`src/design/gpmc_params.svh`:
```
// Depth macros for the frame FIFOs and the RX frame-length queue
`ifndef GPMC_PARAMS_SVH
`define GPMC_PARAMS_SVH

// Log2 of entries per frame FIFO, 6 gives 64 entries
`define GPMC_FIFO_AW 6

// Log2 of frames the RX watcher can track at once
`define GPMC_LENQ_AW 2

`endif

```
`src/design/gpmc_pkg.sv`:
```
// Bridge word, entry, line, length and count types plus FSM state enums
package gpmc_pkg;

`include "gpmc_params.svh"

   // One host bus word
   typedef logic [15:0] gpmc_word_t;

   // 18-bit FIFO entry: [17] eof, [16] sof, [15:0] word
   typedef logic [17:0] fifo_entry_t;

   // 36-bit stream line
   //   [35:34] occupancy, 2'b10 means only the upper word is valid
   //   [33] eof, [32] sof, [31:16] first word, [15:0] second word
   typedef logic [35:0] fifo_line_t;

   // Frame length in words
   typedef logic [15:0] frame_len_t;

   // Free entry count of one frame FIFO
   typedef logic [`GPMC_FIFO_AW:0] fifo_count_t;

   typedef enum logic {
      PACK_EMPTY,
      PACK_HALF
   } pack_state_t;

   typedef enum logic {
      SPLIT_HIGH,
      SPLIT_LOW
   } split_state_t;

endpackage

```
`src/design/fifo_to_gpmc.sv`:
```
// RX read port serving host reads from the RX FIFO head
`timescale 1ns/1ps

module fifo_to_gpmc import gpmc_pkg::*; (
   input  logic        fifo_clk_i,
   input  logic        rst_n_i,
   input  fifo_entry_t data_i,
   input  logic        src_rdy_i,
   output logic        dst_rdy_o,
   input  logic        em_ncs_n_i,
   input  logic        em_noe_i,
   output gpmc_word_t  em_d_o
);

   logic [2:0] ncs_s;
   logic [2:0] noe_s;

   always_ff @(posedge fifo_clk_i) begin
      if (!rst_n_i) begin
         ncs_s <= '1;
         noe_s <= '1;
      end else begin
         ncs_s <= {ncs_s[1:0], em_ncs_n_i};
         noe_s <= {noe_s[1:0], em_noe_i};
      end
   end

   // Pop at the end of the read strobe
   assign dst_rdy_o = noe_s[1] & ~noe_s[2] & ~ncs_s[2];

   // Zero on the bus when nothing is buffered
   assign em_d_o = src_rdy_i ? data_i[15:0] : '0;

   // Host reads only words that are buffered
   a_no_empty_pop: assert property (@(posedge fifo_clk_i) disable iff (!rst_n_i)
      dst_rdy_o |-> src_rdy_i);

endmodule

```
`config.mk`:
```
export PLATFORM = sky130hd
export DESIGN_NAME = fifo_to_gpmc
export DESIGN_NICKNAME = d
export VERILOG_FILES = /design/src/design/gpmc_pkg.sv /design/src/design/fifo_to_gpmc.sv
export VERILOG_INCLUDE_DIRS = /design/src /design/src/design
export SDC_FILE = /design/constraint.sdc
export NUM_CORES = 1
export LEC_CHECK = 0
export BUFFER_PORTS_ARGS = -buffer_cell sky130_fd_sc_hd__buf_4
export CORE_AREA = 2 2 39 41
export DETAILED_ROUTE_END_ITERATION = 10
export DIE_AREA = 0 0 41 43
export GPL_TIMING_DRIVEN = 0
export PLACE_DENSITY_LB_ADDON = 0.3
export SETUP_SLACK_MARGIN = 0.2
export SLEW_MARGIN = 20
export SYNTH_ARGS = -nofsm -noshare
export SYNTH_HDL_FRONTEND = slang
export SYNTH_SLANG_ARGS = --single-unit
export TNS_END_PERCENT = 10
```
`constraint.sdc`:
```
create_clock -name fifo_clk_i -period 0.8 [get_ports fifo_clk_i]
set_input_delay 0.12 -clock fifo_clk_i [delete_from_list [all_inputs] [get_ports fifo_clk_i]]
set_output_delay 0.12 -clock fifo_clk_i [all_outputs]
set_load 0.01 [all_outputs]
```
-- After elaboration in Yosys (flattened, before gate mapping)
Index checks and enable logic that the tools add are counted.
- flip-flop bits (word level): 6
- output and inout bits: 17
- word-level logic and storage cells: 7
- muxes and demuxes: 1
- bitwise gates (word level): 4
- operators with widths (cell ; count):
    $mux W16 ; 1
    $and A1 B1 Y1 ; 2
    $not A1 Y1 ; 2

-- Longest topological paths before layout
Gate-level depths: netlist of run 1.
- word-level depth: 3
- gate-level depth with buffers: 2
- depth with buffers taken out: 1

-- Worst setup path before layout of run 1
OpenSTA, ideal clock, no wires.
- kind: flip-flop to output port
- from: reg noe_s[1]
- to: out dst_rdy_o
- arrival: 0.608 ns
- setup slack: 0.072 ns
- stages on the path, launching flop included: 2
- buffers on the path: 0
- path through: dfxtp_1 -> nor3b_1
- cells in the longest elaborated chain, start to end: 2
- RTL lines (item ; line ; text):
    start: declaration ; fifo_to_gpmc.sv:16 ; logic [2:0] noe_s;
    start signal: assignment ; fifo_to_gpmc.sv:24 ; noe_s <= {noe_s[1:0], em_noe_i};
    $and A1 B1 Y1 (2 in a row) ; fifo_to_gpmc.sv:29 ; assign dst_rdy_o = noe_s[1] & ~noe_s[2] & ~ncs_s[2];
    end: declaration ; fifo_to_gpmc.sv:9 ; output logic dst_rdy_o,
No other way between the ends.

-- Worst setup path in the final report of run 1
- from: reg ncs_s[2]
- to: out dst_rdy_o
- cells in the longest elaborated chain, start to end: 2
- RTL lines (item ; line ; text):
    start: declaration ; fifo_to_gpmc.sv:15 ; logic [2:0] ncs_s;
    start signal: assignment ; fifo_to_gpmc.sv:23 ; ncs_s <= {ncs_s[1:0], em_ncs_n_i};
    $not A1 Y1 ; fifo_to_gpmc.sv:29 ;
    $and A1 B1 Y1 ; fifo_to_gpmc.sv:29 ;
No other way between the ends.

==> results of run 1 <==
-- final timing paths --
check                                  to  startpoint  cells past startpoint  slack (ps)
worst min register to register   ncs_s[2]    ncs_s[1]                      1         400
worst max register to register   noe_s[2]    noe_s[1]                      1         270
worst max-delay path            dst_rdy_o    ncs_s[2]                      2        -150
worst min-delay path             ncs_s[0]  em_ncs_n_i                      2          60
-- cell families after synthesis --
family / count (synthesis)
buffers and inverters: 1
DFF: 6
and+or+nand+nor: 23
-- registers in the layout (all words and copies together), names as in the netlist --
name   count
ncs_s      3
noe_s      3
-- stage by stage --
step           hold WS, ps  utilization [%]  TNS (ps)  cells
4_1_cts               54.8             51.2      -168     86
5_1_grt               66.2             53.0      -209     86
2_1_floorplan          193                -         0     30
3_3_place_gp           302             42.9         0     83
6_report              63.8             53.0      -154     86
3_5_place_dp           308             42.9         0     83
-- cell type report --
type                            count  area [µm²]
Fill cell                         134         651
Timing Repair Buffer               37         365
Multi-Input combinational cell     23         190
Sequential cell                     6         120
Clock buffer                        3        22.5
Tap cell                           16        20.0
Buffer                              1        15.0
-- layout by cell type (no fill, tap or decap), drive strengths merged --
master / count
clkbuf: 3
dfxtp: 6
buf: 38
and2: 16
nor3b: 1
nand2b: 6
-- what timing repair did --
action,4_1_cts,5_1_grt
resized for setup,33,7
setup endpoints to repair,17,17
pin swaps,13,17
-- power groups by stage --
stage          clock [µW]  sequential, µW  combinational (µW)
4_1_cts               289             315                 291
3_5_place_dp            0             320                 223
2_1_floorplan           0             320                77.1
3_3_place_gp            0             320                 221
5_1_grt               298             316                 322
6_report              274             315                 304
-- routing by layer --
layer / wire length (µm) / global-route usage [%]
met1: 289 / 10.5
met2: 708 / 23.4
met3: 24 / 1.57
met4: 0 / 8.00
met5: 0 / 0
==> flow_metrics.env, run 1 <==
export IMPL_total_power_uw=893
export IMPL_max_stage_delay_ps=300
export IMPL_synthTopCellsByArea="dfxtp_1, and2_2, nand2b_1"
export IMPL_cp_data_arrival_time_ps=830
export IMPL_netlist_area_um2=292
export IMPL_crit_path_end_kind="output pin"
export IMPL_cts_sinks=6
export IMPL_critical_path_top_delay_family="flip-flops"
export IMPL_portBuffers=37
export IMPL_clock_fmax_ghz=1.05
export IMPL_netSwitchingFraction_pct=22.1
export IMPL_dp_slack_ps=1.73
export IMPL_p_switching_uw=197
export IMPL_rows=14
export IMPL_hold_path_class="input pin to register"
export IMPL_finalCritPeriodShare_pct=119
export IMPL_crit_buf_inv=1
export IMPL_drv_slew=0
export IMPL_via_per_inst=3.91
export IMPL_start_util_pct=21.1
export IMPL_p_seq_share_pct=35.2
export IMPL_grt_total_usage_pct=12.3
export IMPL_slowest_stage="dfxtp_1"
export IMPL_wl_per_cell_um=11.9
export IMPL_required_ps=680
export IMPL_diodes=0
export IMPL_setup_viol=1
export IMPL_p_clk_share_pct=30.7
export IMPL_tightestPinTransition_ps=115
export IMPL_path_class="register to output pin"
export IMPL_gp_congestion=0.692
export IMPL_ir_worst_vdd_v=0.000415
export IMPL_cts_buffers=3
export IMPL_ios=40
export IMPL_grt_pass1_wl_mm=1.41
export IMPL_outcome="complete, but fails checks"
export IMPL_final_layout_size_suffix_gt1_share_pct=82.9
export IMPL_vias=336
export IMPL_cts_hold_buf=0
export IMPL_drv_cap=0
export IMPL_drt_iter0_markers=3
export IMPL_yosys_register_bits=6
export IMPL_syn_avg_cell_area_um2=9.72
export IMPL_violations="negative setup slack"
export IMPL_syn_nets=53
export IMPL_fin_skew_ps=0.0498
export IMPL_clockRootBuffer="clkbuf_4"
export IMPL_p_leak_uw=0.000365
export IMPL_synth_top_family_by_area="simple AND/OR/NAND/NOR gates"
export IMPL_path_cells="nor3b_2 > buf_4"
export IMPL_cts_tree="yes"
export IMPL_p_comb_share_pct=34.1
export IMPL_final_cell_area_um2=733
export IMPL_synth_area_leader_cell="dfxtp_1"
export IMPL_ant_nets=0
export IMPL_grt_setup_unrepaired="yes"
export IMPL_drc=0
export IMPL_p_int_uw=696
export IMPL_yosys_area_top_type_share_pct=41.2
export IMPL_core_area_um2=1380
export IMPL_synth_most_common_cell="and2_2"
export IMPL_post_cts_buffers=0
export IMPL_die_w_um=41
export IMPL_grt_max_degree=11
export IMPL_synth_main_ff_cell="dfxtp_1"
export IMPL_seq_area_frac_synth_pct=41.2
export IMPL_place_area_um2=594
export IMPL_grt_overflow=0
export IMPL_cp_start_kind="register"
export IMPL_area_delta_synth_final_pct=152
export IMPL_antenna_found_initial=0
export IMPL_grt_pass1_vias=362
export IMPL_fin_ws_ps=-154
export IMPL_synth_edf_count=0
export IMPL_syn_inst=30
export IMPL_cp_max_fo=1
export IMPL_synth_simple_area_share_pct=54.9
export IMPL_power_density_nw_per_um2=1220
export IMPL_hold_violations=0
export IMPL_netlist_top_cells_count="and2_2, dfxtp_1, nand2b_1"
export IMPL_layout_nets=95
export IMPL_htreeDepth=1
export IMPL_first_pass_iters=4
export IMPL_slew_headroom_pct=92.3
export IMPL_synth_xor_area_share_pct=0
export IMPL_routed_wl_mm=1.02
export IMPL_synthMuxAreaShare_pct=0
export IMPL_async_reset_ff_share_pct=0
export IMPL_yosysWarnings=0
export IMPL_die_y_um=43
export IMPL_clkTransAtPathRegs_ps=40
export IMPL_dieArea_um2=1760
export IMPL_cts_buffer_depth=2
export IMPL_period_needed_ps=954
export IMPL_synth_cell_types=6
export IMPL_clk_latency_ps=240
export IMPL_synth_compound_area_share_pct=0
export IMPL_synth_adder_area_share_pct=0
No activity file was read; power rests on OpenSTA's default activity.
==> run 2: changes to the inputs <==
RECOVER_POWER = 25   (was unset)
==> run 2 against run 1 <==
  * The flow still finishes with violations (negative setup slack)
  * Worst setup slack stayed put
  * Design area unchanged
  * Clock skew unchanged
  * Core utilization did not move
  * Clock power about the same
  * Critical path depth unchanged
  * First-iteration DRC count unchanged
  * Sequential power is essentially flat
  * Total power hardly changed
  * Wire length fell by 0.29%
  * Largest power group unchanged
==> flow_metrics.env, run 2 (synthesis gave the netlist of run 1 again) <==
export IMPL_final_cell_mix="buf_6, and2_4, buf_4"
export IMPL_n_fill_cell=134
export IMPL_ff_latch_area_um2=120
export IMPL_routed_wl_mm=1.02
export IMPL_required_ps=680
export IMPL_clk_latency_ps=240
export IMPL_grt_max_degree=11
export IMPL_ir_worst_vdd_v=0.000414
export IMPL_drc=0
export IMPL_grt_total_usage_pct=12.3
export IMPL_start_util_pct=21.1
export IMPL_cts_buffer_depth=2
export IMPL_final_cell_area_um2=733
export IMPL_top_regs="ncs_s x3, noe_s x3"
export IMPL_grt_pass1_vias=362
export IMPL_die_y_um=43
export IMPL_cp_start_kind="register"
export IMPL_layout_nets=95
export IMPL_grt_pass1_wl_mm=1.41
export IMPL_drv_cap=0
export IMPL_fin_skew_ps=0.0498
export IMPL_htreeDepth=1
export IMPL_tightestPinTransition_ps=115
export IMPL_violations="negative setup slack"
export IMPL_place_area_um2=594
export IMPL_wl_per_cell_um=11.8
export IMPL_ant_nets=0
export IMPL_crit_path_end_kind="output pin"
export IMPL_finalCritPeriodShare_pct=119
export IMPL_final_layout_size_suffix_gt1_share_pct=82.9
export IMPL_drt_iter0_markers=3
export IMPL_ios=40
export IMPL_multiInputGateArea_um2=190
export IMPL_period_needed_ps=954
export IMPL_cts_hold_buf=0
export IMPL_clockRootBuffer="clkbuf_4"
export IMPL_cts_tree="yes"
export IMPL_clock_fmax_ghz=1.05
export IMPL_cp_max_fo=1
export IMPL_drv_slew=0
export IMPL_first_pass_iters=4
export IMPL_antenna_found_initial=0
export IMPL_grt_setup_unrepaired="yes"
export IMPL_vias=336
export IMPL_via_per_inst=3.91
export IMPL_clkTransAtPathRegs_ps=40
export IMPL_die_w_um=41
export IMPL_grt_overflow=0
export IMPL_hold_violations=0
export IMPL_post_cts_buffers=0
export IMPL_rows=14
export IMPL_cts_buffers=3
export IMPL_final_common_cell="buf_6"
export IMPL_p_leak_uw=0.000365
export IMPL_outcome="complete, but fails checks"
export IMPL_utilization_pct=53.0
export IMPL_core_area_um2=1380
export IMPL_setup_viol=1
export IMPL_gp_congestion=0.692
export IMPL_hold_path_class="input pin to register"
export IMPL_fin_ws_ps=-154
export IMPL_path_class="register to output pin"
export IMPL_power_density_nw_per_um2=1220
export IMPL_diodes=0
export IMPL_area_delta_synth_final_pct=152
export IMPL_cts_sinks=6
export IMPL_dieArea_um2=1760
export IMPL_portBuffers=37
export IMPL_cp_data_arrival_time_ps=830
export IMPL_slew_headroom_pct=92.3
==> run 2: per-layer routing <==
metal,part of all wire [%],vias to the layer above,track usage [%]
met5,0,-,0
met4,0,0,8.00
met3,2.4,0,1.57
met2,69,8,23.4
met1,28,157,10.5
li1,-,171,-
==> run 2: final timing paths <==
kind / startpoint / endpoint / slack (ps) / depth (start not counted)
worst max-delay path: ncs_s[2] / dst_rdy_o / -150 / 2
worst min-delay path: em_ncs_n_i / ncs_s[0] / 90 / 2
worst max register to register: noe_s[1] / noe_s[2] / 270 / 1
worst min register to register: ncs_s[1] / ncs_s[2] / 400 / 1
==> run 2: where the power goes <==
group / internal (µW) / switching, µW
Clock: 169 / 105
Sequential: 312 / 2.77
Combinational: 214 / 89.6
==> run 2: timing repair <==
item / in CTS / in global routing
setup endpoints to repair: 17 / 17
gates resized for setup: 33 / 7
pin swaps: 13 / 17
gates cloned: 0 / 0
==> run 2: critical path, cell delays in order (launching register included) <==
cell and delay (ps):
dfxtp_1 300, nor3b_2 160, buf_4 130
==> run 2: area by class of cell <==
type | instances | area share (%)
sequential | 6 | 16.4
tap | 16 | 2.73
timing repair buffer | 37 | 49.8
clock buffer | 3 | 3.07
buffer | 1 | 2.05
multi-input combinational | 23 | 25.9
==> run 2: through the flow <==
stage          std cells  hold WS [ps]  power, µW  setup WS (ps)  setup TNS (ps)
6_report              86          86.0        893           -154            -154
5_1_grt               86          89.1        936           -209            -209
4_1_cts               86          54.8        895           -168            -168
3_5_place_dp          83           308        543           1.73               0
3_3_place_gp          83           302        541           2.88               0
2_1_floorplan         30           193        397            160               0
