[src/design/gpmc_params.svh]
// Depth macros for the frame FIFOs and the RX frame-length queue
`ifndef GPMC_PARAMS_SVH
`define GPMC_PARAMS_SVH

// Log2 of entries per frame FIFO, 6 gives 64 entries
`define GPMC_FIFO_AW 6

// Log2 of frames the RX watcher can track at once
`define GPMC_LENQ_AW 2

`endif

[src/design/gpmc_pkg.sv]
// Bridge word, entry, line, length and count types plus FSM state enums
package gpmc_pkg;

`include "gpmc_params.svh"

   // One host bus word
   typedef logic [15:0] gpmc_word_t;

   // 18-bit FIFO entry: [17] eof, [16] sof, [15:0] word
   typedef logic [17:0] fifo_entry_t;

   // 36-bit stream line
   //   [35:34] occupancy, 2'b10 means only the upper word is valid
   //   [33] eof, [32] sof, [31:16] first word, [15:0] second word
   typedef logic [35:0] fifo_line_t;

   // Frame length in words
   typedef logic [15:0] frame_len_t;

   // Free entry count of one frame FIFO
   typedef logic [`GPMC_FIFO_AW:0] fifo_count_t;

   typedef enum logic {
      PACK_EMPTY,
      PACK_HALF
   } pack_state_t;

   typedef enum logic {
      SPLIT_HIGH,
      SPLIT_LOW
   } split_state_t;

endpackage

[src/design/fifo18_to_fifo36.sv]
// TX packer joining two 18-bit entries into one 36-bit stream line
`timescale 1ns/1ps

module fifo18_to_fifo36 import gpmc_pkg::*; (
   input  logic        fifo_clk_i,
   input  logic        rst_n_i,
   input  fifo_entry_t data_i,
   input  logic        src_rdy_i,
   output logic        dst_rdy_o,
   output fifo_line_t  data_o,
   output logic        src_rdy_o,
   input  logic        dst_rdy_i
);

   pack_state_t state;
   fifo_entry_t first_q;
   logic        take;

   // Input stalls while a finished line is still waiting
   assign dst_rdy_o = ~src_rdy_o | dst_rdy_i;
   assign take      = src_rdy_i & dst_rdy_o;

   always_ff @(posedge fifo_clk_i) begin
      if (!rst_n_i) begin
         state     <= PACK_EMPTY;
         src_rdy_o <= 1'b0;
      end else begin
         if (src_rdy_o && dst_rdy_i)
            src_rdy_o <= 1'b0;
         if (take) begin
            case (state)
               PACK_EMPTY: begin
                  // Lone eof entry closes an odd frame
                  if (data_i[17])
                     src_rdy_o <= 1'b1;
                  else
                     state <= PACK_HALF;
               end
               PACK_HALF: begin
                  src_rdy_o <= 1'b1;
                  state     <= PACK_EMPTY;
               end
               default: state <= PACK_EMPTY;
            endcase
         end
      end
   end

   always_ff @(posedge fifo_clk_i) begin
      if (take) begin
         if (state == PACK_EMPTY) begin
            first_q <= data_i;
            data_o  <= {2'b10, 1'b1, data_i[16], data_i[15:0], 16'h0000};
         end else begin
            data_o  <= {2'b00, data_i[17], first_q[16], first_q[15:0], data_i[15:0]};
         end
      end
   end

endmodule

[config.mk]
export PLATFORM = sky130hd
export DESIGN_NAME = fifo18_to_fifo36
export DESIGN_NICKNAME = d
export VERILOG_FILES = /design/src/design/gpmc_pkg.sv /design/src/design/fifo18_to_fifo36.sv
export VERILOG_INCLUDE_DIRS = /design/src /design/src/design
export SDC_FILE = /design/constraint.sdc
export NUM_CORES = 1
export LEC_CHECK = 0
export BUFFER_PORTS_ARGS = -buffer_cell sky130_fd_sc_hd__buf_2
export CORE_ASPECT_RATIO = 0.8
export CORE_UTILIZATION = 50
export CTS_CLUSTER_DIAMETER = 30
export DETAILED_ROUTE_END_ITERATION = 8
export PLACE_DENSITY = 0.83
export SLEW_MARGIN = 30
export SYNTH_ARGS = -nofsm -noshare
export SYNTH_HDL_FRONTEND = slang
export SYNTH_SLANG_ARGS = --single-unit
[constraint.sdc]
create_clock -name fifo_clk_i -period 3.2 [get_ports fifo_clk_i]
set_clock_uncertainty 0.1 [all_clocks]
set_input_delay 0.16 -clock fifo_clk_i [delete_from_list [all_inputs] [get_ports fifo_clk_i]]
set_output_delay 0.16 -clock fifo_clk_i [all_outputs]
set_load 0.02 [all_outputs]
======== Word-level counts from Yosys, hierarchy flattened ========
Index checks and enable logic that the tools add are counted.
operators by class
  bitwise logic cells ..................... 4
  reductions and logical operators ........ 2
  muxes and demuxes ....................... 7
operator list
  operator                            count
  36-bit 2-to-1 mux                   1
  1-bit 2-to-1 mux                    4
  1-bit case mux with 2 select lines  2
  1-bit inverter                      2
  2-bit AND reduction                 1
  1-bit bitwise AND                   1
  1-bit logical AND                   1
  1-bit bitwise OR                    1
storage, ports and cells
  output and inout bits ................... 38
  flip-flop bits (word level) ............. 55
  input bits .............................. 22

======== Depth between registers and ports, before layout ========
Gate-level depths: netlist of run 1.
  depth in word-level cells ............... 5
  mapped depth ............................ 5
  mapped depth without buffers ............ 3

======== Worst setup path before layout of run 1 ========
Ideal clock, no wire load.
  path kind ............................... register -> register
  from .................................... register src_rdy_o
  to ...................................... register data_o[0] (enable)
  path buffers ............................ 0
  required time ........................... 2.704 ns
  stages on the path, launching flop included .. 3
  setup time .............................. 0.396 ns
  path slack .............................. 1.276 ns
  arrival ................................. 1.428 ns
  path through ............................ dfxtp_1 -> nand2b_4 -> and2_1
on the way
  longest elaborated chain between the ends .. 3
ends and longest elaborated chain
  what                    RTL line                RTL
  start, declared         fifo18_to_fifo36.sv:11  output logic src_rdy_o,
  start signal, assigned  fifo18_to_fifo36.sv:26  src_rdy_o <= 1'b0;
  start signal, assigned  fifo18_to_fifo36.sv:29  src_rdy_o <= 1'b0;
  start signal, assigned  fifo18_to_fifo36.sv:35  src_rdy_o <= 1'b1;
  1-bit inverter          fifo18_to_fifo36.sv:20  assign dst_rdy_o = ~src_rdy_o | dst_rdy_i;
  1-bit bitwise OR        fifo18_to_fifo36.sv:20
  net dst_rdy_o           fifo18_to_fifo36.sv:9   output logic dst_rdy_o,
  1-bit bitwise AND       fifo18_to_fifo36.sv:21  assign take = src_rdy_i & dst_rdy_o;
  end signal, assigned    fifo18_to_fifo36.sv:53  data_o <= {2'b10, 1'b1, data_i[16], data_i[15:0], 16'h0000};
  end signal, assigned    fifo18_to_fifo36.sv:55  data_o <= {2'b00, data_i[17], first_q[16], first_q[15:0], data_i[15:0]};
  end, declared           fifo18_to_fifo36.sv:10  output fifo_line_t data_o,
The timed path passes the listed nets, and every way through them passes these cells.
A chain may end at the register's enable or synchronous reset.

======== Final worst setup path of run 1 ========
  from .................................... register src_rdy_o
  to ...................................... register data_o[12] (enable)
on the way
  longest elaborated chain between the ends .. 3
ends and longest elaborated chain
  what               RTL line
  1-bit inverter     fifo18_to_fifo36.sv:20
  1-bit bitwise OR   fifo18_to_fifo36.sv:20
  1-bit bitwise AND  fifo18_to_fifo36.sv:21
No other way between the ends.

==> results of run 1 <==
[worst max-delay path by stage]
| stage | end | slack (ns) | cells after the start |
|---|---|---|---|
| after global routing | data_o[19] | 1.37 | 3 |
| after CTS | data_o[11] | 1.45 | 3 |
| after floorplan | data_o[0] | 1.28 | 2 |
| final | data_o[12] | 1.47 | 3 |
| after global placement | data_o[24] | 1.57 | 3 |
| after detailed placement | data_o[24] | 1.47 | 3 |
[per-stage QoR]
step | total power [uW] | hold WS, ns | std cells | util | instance area [um^2]
after global routing | 1490 | 0.0247 | 238 | 0.683 | 2610
after CTS | 1450 | 0.0273 | 238 | 0.683 | 2610
after global placement | 1000 | 0.255 | 214 | 0.611 | 2340
after detailed placement | 1010 | 0.263 | 214 | 0.611 | 2340
after floorplan | 955 | 0.159 | 104 | - | 2010
final | 1440 | 0.0330 | 238 | 0.683 | 2610
[layout make-up]
cell class / count / area, um^2
Multi-Input combinational cell: 44 / 362
Inverter: 1 / 3.75
Sequential cell: 54 / 1600
Fill cell: 273 / 1210
Timing Repair Buffer: 77 / 475
Tap cell: 55 / 68.8
Clock inverter: 2 / 33.8
Clock buffer: 5 / 68.8
[cell families (layout without fill, tap and decap cells)]
| logic type | Yosys count | in the layout | share of synthesized area |
|---|---|---|---|
| muxes | 17 | 17 | 0.0953 |
| buffers and inverters | 6 | 85 | 0.0230 |
| DFF | 54 | 54 | 0.797 |
| and+or+nand+nor | 23 | 23 | 0.0741 |
| AOI/OAI and AO/OA | 3 | 3 | 0.00872 |
| other | 1 | 1 | 0.00187 |
[cells in the mapped netlist]
cell type	number
and2_1	17
a21boi_0	1
nor2_2	1
and3_1	1
nand2b_4	1
edfxtp_1	52
nand4_1	1
o21ai_0	2
clkbuf_2	1
buf_6	2
mux2_2	17
inv_2	1
dfxtp_1	2
nand2_1	1
buf_4	2
conb_1	1
nand2b_1	1
[power breakdown]
part / switching [uW] / internal, uW / total, uW
Sequential: 11.9 / 831 / 843
Clock: 208 / 227 / 435
Combinational: 98.1 / 68.5 / 167
[worst max-delay path: stages (launching register included)]
cell      delay, ns
dfxtp_1        0.35
nand2b_4       0.09
and2_1         0.45
buf_4          0.42
[repair_timing]
| item | 4_1_cts | 5_1_grt |
|---|---|---|
| buffers inserted | 0 | 0 |
| hold endpoints to repair | 17 | 0 |
| hold buffers | 17 | 0 |
| gates resized for setup | 0 | 0 |
[state kept, by name (all words and copies together), names as in the netlist]
register and count:
data_o 35, first_q 17, src_rdy_o 1, state 1
[routing by layer]
metal | vias up | share of wire | track usage
met1 | 527 | 0.49 | 0.242
met3 | 2 | 0.068 | 0.0599
met2 | 46 | 0.44 | 0.274
met4 | 0 | 0.0041 | 0.0588
li1 | 539 | - | -
met5 | - | 0 | 0
==> impl_metrics.yaml, run 1 <==
run_status:
  status: "finished, final reports clean"
routing:
  dr_total_vias: 1114
  drt_first_iter_violations: 40
  ant_nets: 0
  viasPerCell: 4.68
  postRouteWirelength_um: 3420
  firstDrtPassIters: 3
  routedWlPerCell_um: 14.4
  route.detailed.drc: 0
global_routing:
  antenna_found_initial: 0
  grt_pass1_vias: 1082
  grt-ovfl-total: 0
  grt_pass1_wl_um: 5340
  grt.total_usage: 0.178
  grt_max_degree: 38
clocking:
  h-tree-depth: 2
  clock_sinks: 54
  insertion_delay_ns: 0.30
  cts.path.max_buffers: 2
  cts_buffers: 5
  cts.clk_slew.worst_paths_ns: 0.09
  cts_tree: "done"
  cts_root_buffer: "clkbuf_8"
timing:
  min_period_ns: 1.73
  hold_viol_final: 0
  worst_pin_slew_ns: 0.840
  setup_tns_ns: 0
  maxSlewHeadroom: 0.440
  fmax_mhz: 578
  min_period_over_period: 0.541
  finalMaxSlewViolations: 0
  rsz0062_at_grt: "false"
  worst_slack_ns: 1.47
  setup_violations: 0
die:
  dieArea_mm2: 0.00428
  fp.dieH_um: 58.7
  core-area_mm2: 0.00383
  start_util: 0.525
  rows: 20
  ios: 60
  die_w_um: 72.9
critical_path:
  regToRegSetupSlack_ns: 1.47
  critPathLaunchType: "flip-flop"
  rr_worst_depth: 3
  cp_max_fo: 25
  r2r_end: "data_o[12]"
  path_class: "reg -> reg"
  endpoint_kind: "flip-flop"
  worst_ep_required_time_ns: 3.07
  critPathLaunch: "src_rdy_o"
  critPathArrivalTime_ns: 1.60
  reg2reg_from: "src_rdy_o"
yosys:
  ys_types: 17
  yosys.area.top_type_share: 0.777
  syn_area_mm2: 0.00201
  yosysWarningCount: 0
  synth_fp_nets: 126
  synth_seq_cells: 54
  synth_top_area_cell: "edfxtp_1"
  synth-seq-area-share: 0.797
  synth.area.top_cells: "edfxtp_1 78%, mux2_2 9.5%, and2_1 5.3%, dfxtp_1 2.0%, buf_6 1.1%"
  synth.avg_cell_area_um2: 19.3
  synthCells: 104
worst_hold_path:
  worstHoldStart: "src_rdy_i"
  min_path_cells: 3
  hold-path-endpoint: "state"
  holdCritPathClass: "in -> reg"
job:
  max_cap_viol_count: 0
final_layout:
  finalNetCount: 205
  diodes: 0
  final_cell_mix: "58 x buf_2, 52 x edfxtp_1, 17 x and2_1, 17 x mux2_2, 17 x dlygate4sd3_1"
  mostFrequentLayoutCell: "buf_2"
  synthToLayoutAreaGrowth_pct: 30.1
  drive_above_1_share: 0.470
placed_design:
  gp_congestion: 0.676
  post-place-ws_ns: 1.47
  hpwlAfterDp_um: 2150
  io_buffers: 58
pwr:
  irDropWorstVdd_v: 0.000371
  p_leak_uw: 0.00103
  powerDensity_mw_per_mm2: 553
(Power assumes the default switching activity.)
==> run 2, diff against run 1 <==
--- a/config.mk
+++ b/config.mk
@@ -6,12 +6,13 @@
 export SDC_FILE = /design/constraint.sdc
 export NUM_CORES = 1
 export LEC_CHECK = 0
+export ABC_AREA = 1
 export BUFFER_PORTS_ARGS = -buffer_cell sky130_fd_sc_hd__buf_2
 export CORE_ASPECT_RATIO = 0.8
-export CORE_UTILIZATION = 50
+export CORE_UTILIZATION = 45
 export CTS_CLUSTER_DIAMETER = 30
 export DETAILED_ROUTE_END_ITERATION = 8
-export PLACE_DENSITY = 0.83
+export PLACE_DENSITY = 0.79
 export SLEW_MARGIN = 30
 export SYNTH_ARGS = -nofsm -noshare
 export SYNTH_HDL_FRONTEND = slang
==> constraint.sdc (replaced) <==
create_clock -name fifo_clk_i -period 1.5 [get_ports fifo_clk_i]
set_clock_uncertainty 0.1 [all_clocks]
set_input_delay 0.075 -clock fifo_clk_i [delete_from_list [all_inputs] [get_ports fifo_clk_i]]
set_output_delay 0.075 -clock fifo_clk_i [all_outputs]
set_load 0.02 [all_outputs]
==> run 2 against run 1 <==
Compared with the run above:
- die area grew 13%
- count of clock-buffer cells in the layout grew 1
- synthesized area grew 2.4%
- synthesized cell count grew 55%
- setup slack lost 1.3 ns
- via count grew 19%
==> impl_metrics.yaml, run 2 <==
yosys:
  synth.avg_cell_area_um2: 12.8
  async_reset_ff_frac: 0
  synth.area.top_cells: "edfxtp_1 76%, nand2_1 13%, inv_1 3.8%, dfxtp_1 1.9%, buf_6 1.6%"
  yosysWarningCount: 0
  synth-seq-area-share: 0.778
  synth_seq_cells: 54
  yosys.area.top_type_share: 0.759
  synth_ff_type: "edfxtp_1"
  synth_top_area_cell: "edfxtp_1"
  ys_types: 13
  synth_edf_count: 52
  yosys.cell_count.top_type: "nand2_1"
  syn_area_mm2: 0.00206
  synthCells: 161
  synth_fp_nets: 183
  synth_common_cells: "71 x nand2_1, 52 x edfxtp_1, 21 x inv_1"
die:
  ios: 60
  core-area_mm2: 0.00428
  dieArea_mm2: 0.00485
  die_w_um: 77.6
  start_util: 0.481
  rows: 21
  fp.dieH_um: 62.5
timing:
  fmax_mhz: 760
  setup_tns_ns: 0
  setup_violations: 0
  hold_viol_final: 0
  rsz0062_at_grt: "false"
  finalMaxSlewViolations: 0
  min_period_over_period: 0.877
  min_period_ns: 1.32
final_layout:
  top_regs: "data_o x35, first_q x17"
  synthToLayoutAreaGrowth_pct: 35.0
  final_cell_area_mm2: 0.00278
  diodes: 0
  drive_above_1_share: 0.324
  final_cell_mix: "69 x nand2_1, 58 x buf_2, 52 x edfxtp_1"
  largest_register: "data_o"
  mostFrequentLayoutCell: "nand2_1"
  largest_reg_flops: 35
  finalNetCount: 268
  post-route-util: 0.649
global_routing:
  grt_util_met3: 0.0438
  grt_pass1_vias: 1154
  grt-ovfl-total: 0
  grt_pass1_wl_um: 5350
  grt.total_usage: 0.148
  grt.met2_usage: 0.228
  antenna_found_initial: 0
  busiest_layer: "met2"
  grtUsageMet1: 0.194
  grt_max_degree: 27
clocking:
  cts_root_buffer: "clkbuf_8"
  cts.clk_slew.worst_paths_ns: 0.09
  clock_sinks: 54
  cts.path.max_buffers: 2
  cts_buffers: 5
  h-tree-depth: 2
  cts_resized: 0
  insertion_delay_ns: 0.30
  cts_tree: "done"
pwr:
  p_leak_uw: 0.00131
  irDropWorstVdd_v: 0.000559
  pwr-share-clk: 0.294
  finalPower_uw: 3180
  powerDensity_mw_per_mm2: 1140
  p_int_uw: 2450
  switching_share: 0.231
  seq_power_share: 0.571
  pwr-share-comb: 0.135
  power.net_switching_uw: 733
critical_path:
  endpoint_kind: "flip-flop"
  cp_max_fo: 14
  cp_cell_sequence: "nand2_8 > nand2_4 > nor2_2 > buf_12"
  reg2reg_from: "src_rdy_o"
  worst_ep_required_time_ns: 1.42
  path_class: "reg -> reg"
  r2r_end: "first_q[10]"
  rr_worst_depth: 4
  critPathMaxStageDelay_ns: 0.37
  critPathArrivalTime_ns: 1.24
  slowest_stage: "dfxtp_4"
  cp_top_family: "flip-flops"
  path_buf_inv: 1
  regToRegSetupSlack_ns: 0.18
  critPathLaunchType: "flip-flop"
placed_design:
  dpl_cell_area_mm2: 0.00247
  hpwlAfterDp_um: 2210
  gp_congestion: 0.711
  io_buffers: 58
routing:
  dr_total_vias: 1328
  firstDrtPassIters: 4
  postRouteWirelength_um: 3200
  drt_first_iter_violations: 60
  routedWlPerCell_um: 10.5
  route.detailed.drc: 0
  viasPerCell: 4.37
  ant_nets: 0
run_status:
  status: "finished, final reports clean"
job:
  max_cap_viol_count: 0
worst_hold_path:
  holdCritPathClass: "in -> reg"
  hold-path-endpoint: "state"
  min_path_cells: 5
  worstHoldStart: "dst_rdy_i"
[run 2: worst max-delay path by stage]
stage / from / slack, ns / to / depth (start not counted)
after floorplan: state / -0.06 / first_q[0] / 3
after global placement: src_rdy_o / 0.23 / first_q[7] / 4
after detailed placement: src_rdy_o / 0.19 / first_q[7] / 4
after CTS: src_rdy_o / 0.18 / first_q[0] / 4
after global routing: src_rdy_o / 0.14 / first_q[11] / 4
final: src_rdy_o / 0.18 / first_q[10] / 4
[run 2: logic make-up (layout without fill, tap and decap cells)]
family                 Yosys count  after routing  share of synthesized area
DFF                             54             54                      0.778
other                            1              1                    0.00182
buffers and inverters           28            114                     0.0711
and+or+nand+nor                 76             76                      0.144
AOI/OAI and AO/OA                2              2                    0.00486
[run 2: area by class of cell]
type                       instances  area (um^2)
multi-input combinational         79          337
inverter                          22         93.8
fill                             326         1510
clock buffer                       6         72.6
sequential                        54         1610
tap                               57         71.3
timing repair buffer              84          561
clock inverter                     2         37.5
[run 2: metrics by stage]
stage	setup slack, ns	hold slack (ns)	instances
after floorplan	-0.0571	0.0739	161
after global placement	0.227	0.170	276
after detailed placement	0.194	0.172	276
after CTS	0.178	0.0839	304
after global routing	0.136	0.135	304
final	0.185	0.0931	304
[run 2: worst register-to-register path, stage by stage, from the launching register on]
cell and delay (ns):
dfxtp_4 0.37, nand2_8 0.08, nand2_4 0.06, nor2_2 0.23, buf_12 0.19
[run 2: metal layers]
layer / up-vias / share of wire
met1: 590 / 0.45
li1: 684 / -
met2: 52 / 0.46
met3: 2 / 0.082
met4: 0 / 0.0025
met5: - / 0
[run 2: power groups by stage]
stage | registers (uW) | clock network, uW | logic (uW)
detailed placement | 1850 | 0 | 393
finish | 1820 | 935 | 429
global placement | 1850 | 0 | 389
global route | 1830 | 1020 | 471
floorplan | 1940 | 0 | 153
CTS | 1820 | 966 | 433
[run 2: timing repair]
action | in CTS | in global routing
setup buffers | 0 | 0
hold buffers | 20 | 0
hold endpoints to repair | 53 | 0
==> run 3, diff against run 2 <==
--- a/config.mk
+++ b/config.mk
@@ -7,12 +7,13 @@
 export NUM_CORES = 1
 export LEC_CHECK = 0
 export ABC_AREA = 1
-export BUFFER_PORTS_ARGS = -buffer_cell sky130_fd_sc_hd__buf_2
 export CORE_ASPECT_RATIO = 0.8
-export CORE_UTILIZATION = 45
+export CORE_UTILIZATION = 40
 export CTS_CLUSTER_DIAMETER = 30
 export DETAILED_ROUTE_END_ITERATION = 8
-export PLACE_DENSITY = 0.79
+export DONT_BUFFER_PORTS = 1
+export PLACE_DENSITY = 0.61
+export SKIP_CTS_REPAIR_TIMING = 1
 export SLEW_MARGIN = 30
 export SYNTH_ARGS = -nofsm -noshare
 export SYNTH_HDL_FRONTEND = slang
==> run 3 against run 2 <==
Compared with the run above:
- flip-flop and latch count stayed put
- utilization shrank 13 points
- cell count down 18%
- critical path type unchanged
- design area fell by 11%
- routed wire length increased by 12%
- die area increased by 12%
- sequential share of layout area is 7.1 points higher
==> impl_metrics.yaml, run 3 (synthesis gave the netlist of run 2 again) <==
timing:
  min_period_over_period: 0.839
  fmax_mhz: 794
  hold_viol_final: 0
  finalMaxSlewViolations: 0
  min_period_ns: 1.26
  rsz0062_at_grt: "false"
  setup_violations: 0
  fin_hold_ws_ns: 0.0685
critical_path:
  endpoint: "data_o[23]"
  cp_cell_sequence: "nand2_8 > nand2_4 > clkinvlp_4 > buf_12"
  path_buf_inv: 2
  critPathArrivalTime_ns: 1.22
  regToRegSetupSlack_ns: 0.24
  path_class: "reg -> reg"
  worst_ep_required_time_ns: 1.47
  endpoint_kind: "flip-flop"
  r2r_end: "data_o[23]"
  slowest_stage: "dfxtp_4"
  critPathLaunch: "src_rdy_o"
  cp_top_family: "flip-flops"
  critPathMaxStageDelay_ns: 0.42
  reg2reg_from: "src_rdy_o"
  rr_worst_depth: 4
  cp_max_fo: 18
  crit_cells: 4
  critPathLaunchType: "flip-flop"
placed_design:
  hpwlAfterDp_um: 2340
  dpl_cell_area_mm2: 0.00219
  io_buffers: 0
  gp_congestion: 0.725
routing:
  dr_total_vias: 1125
  ant_nets: 0
  viasPerCell: 4.52
  drt_first_iter_violations: 71
  routedWlPerCell_um: 14.4
  postRouteWirelength_um: 3590
  firstDrtPassIters: 5
  route.detailed.drc: 0
job:
  max_cap_viol_count: 0
global_routing:
  antenna_found_initial: 0
  grt_max_degree: 20
  grt-ovfl-total: 0
  grt_pass1_vias: 1061
  grt.total_usage: 0.145
  grt_pass1_wl_um: 5430
die:
  start_util: 0.432
  die_w_um: 82.2
  dieArea_mm2: 0.00544
  core-area_mm2: 0.00476
  fp.dieH_um: 66.2
  ios: 60
  rows: 22
clocking:
  h-tree-depth: 2
  insertion_delay_ns: 0.30
  cts.path.max_buffers: 2
  clock_sinks: 54
  cts_tree: "done"
  cts_root_buffer: "clkbuf_8"
  cts.clk_slew.worst_paths_ns: 0.09
  cts_buffers: 5
worst_hold_path:
  holdCritPathClass: "in -> reg"
final_layout:
  top_regs: "data_o x35, first_q x17"
  drive_above_1_share: 0.111
  finalNetCount: 210
  synthToLayoutAreaGrowth_pct: 20.2
  final_cell_area_mm2: 0.00247
  final_cell_mix: "69 x nand2_1, 52 x edfxtp_1, 20 x inv_1, 20 x dlygate4sd3_1, 5 x clkbuf_8"
  largest_reg_flops: 35
  mostFrequentLayoutCell: "nand2_1"
  diodes: 0
  largest_register: "data_o"
  post-route-util: 0.520
pwr:
  powerDensity_mw_per_mm2: 1190
  switching_share: 0.247
  pwr-share-comb: 0.086
  p_int_uw: 2220
  pwr-share-clk: 0.260
  irDropWorstVdd_v: 0.000575
  p_leak_uw: 0.00107
  seq_power_share: 0.655
  power.net_switching_uw: 729
run_status:
  status: "finished, final reports clean"
run 3: power groups by stage:
stage	registers, uW	logic, uW	clock network [uW]
after floorplan	1940	153	0
after global placement	1960	189	0
after detailed placement	1960	202	0
after CTS	1930	202	785
after global routing	1940	287	867
final	1930	253	765
run 3: through the flow:
stage               std cells  worst slack [ns]  total power [uW]  setup TNS [ns]
floorplan                 161           -0.0571              2100           -2.10
detailed placement        221             0.251              2170               0
global route              249             0.212              3100               0
finish                    249             0.241              2950               0
global placement          221             0.267              2150               0
CTS                       229             0.238              2920               0
run 3: cell type report:
type                       instances  area, um^2
fill                             425        2290
clock buffer                       6        72.6
tap                               60        75.1
sequential                        54        1610
clock inverter                     2        8.76
multi-input combinational         79         337
timing repair buffer              26         283
inverter                          22        93.8
run 3: how the worst min path moves through the flow:
stage	startpoint	slack [ns]	cells after the start	end
after floorplan	data_i[0]	0.07	0	first_q[0]
after global placement	data_i[16]	0.07	0	first_q[16]
after detailed placement	data_i[13]	0.07	0	first_q[13]
after CTS	data_i[4]	-0.25	0	first_q[4]
after global routing	src_rdy_i	0.07	3	first_q[1]
final	dst_rdy_i	0.07	4	state
run 3: worst register-to-register path, stage by stage, from the launching register on:
cell and delay [ns]:
dfxtp_4 0.42, nand2_8 0.09, nand2_4 0.10, clkinvlp_4 0.12, buf_12 0.18
run 3: routing by layer:
metal	vias to the layer above	track usage	wire length, um
met1	510	0.164	1470
met3	5	0.0828	333
met2	43	0.230	1750
met4	0	0.0461	46
met5	-	0	0
li1	567	-	-
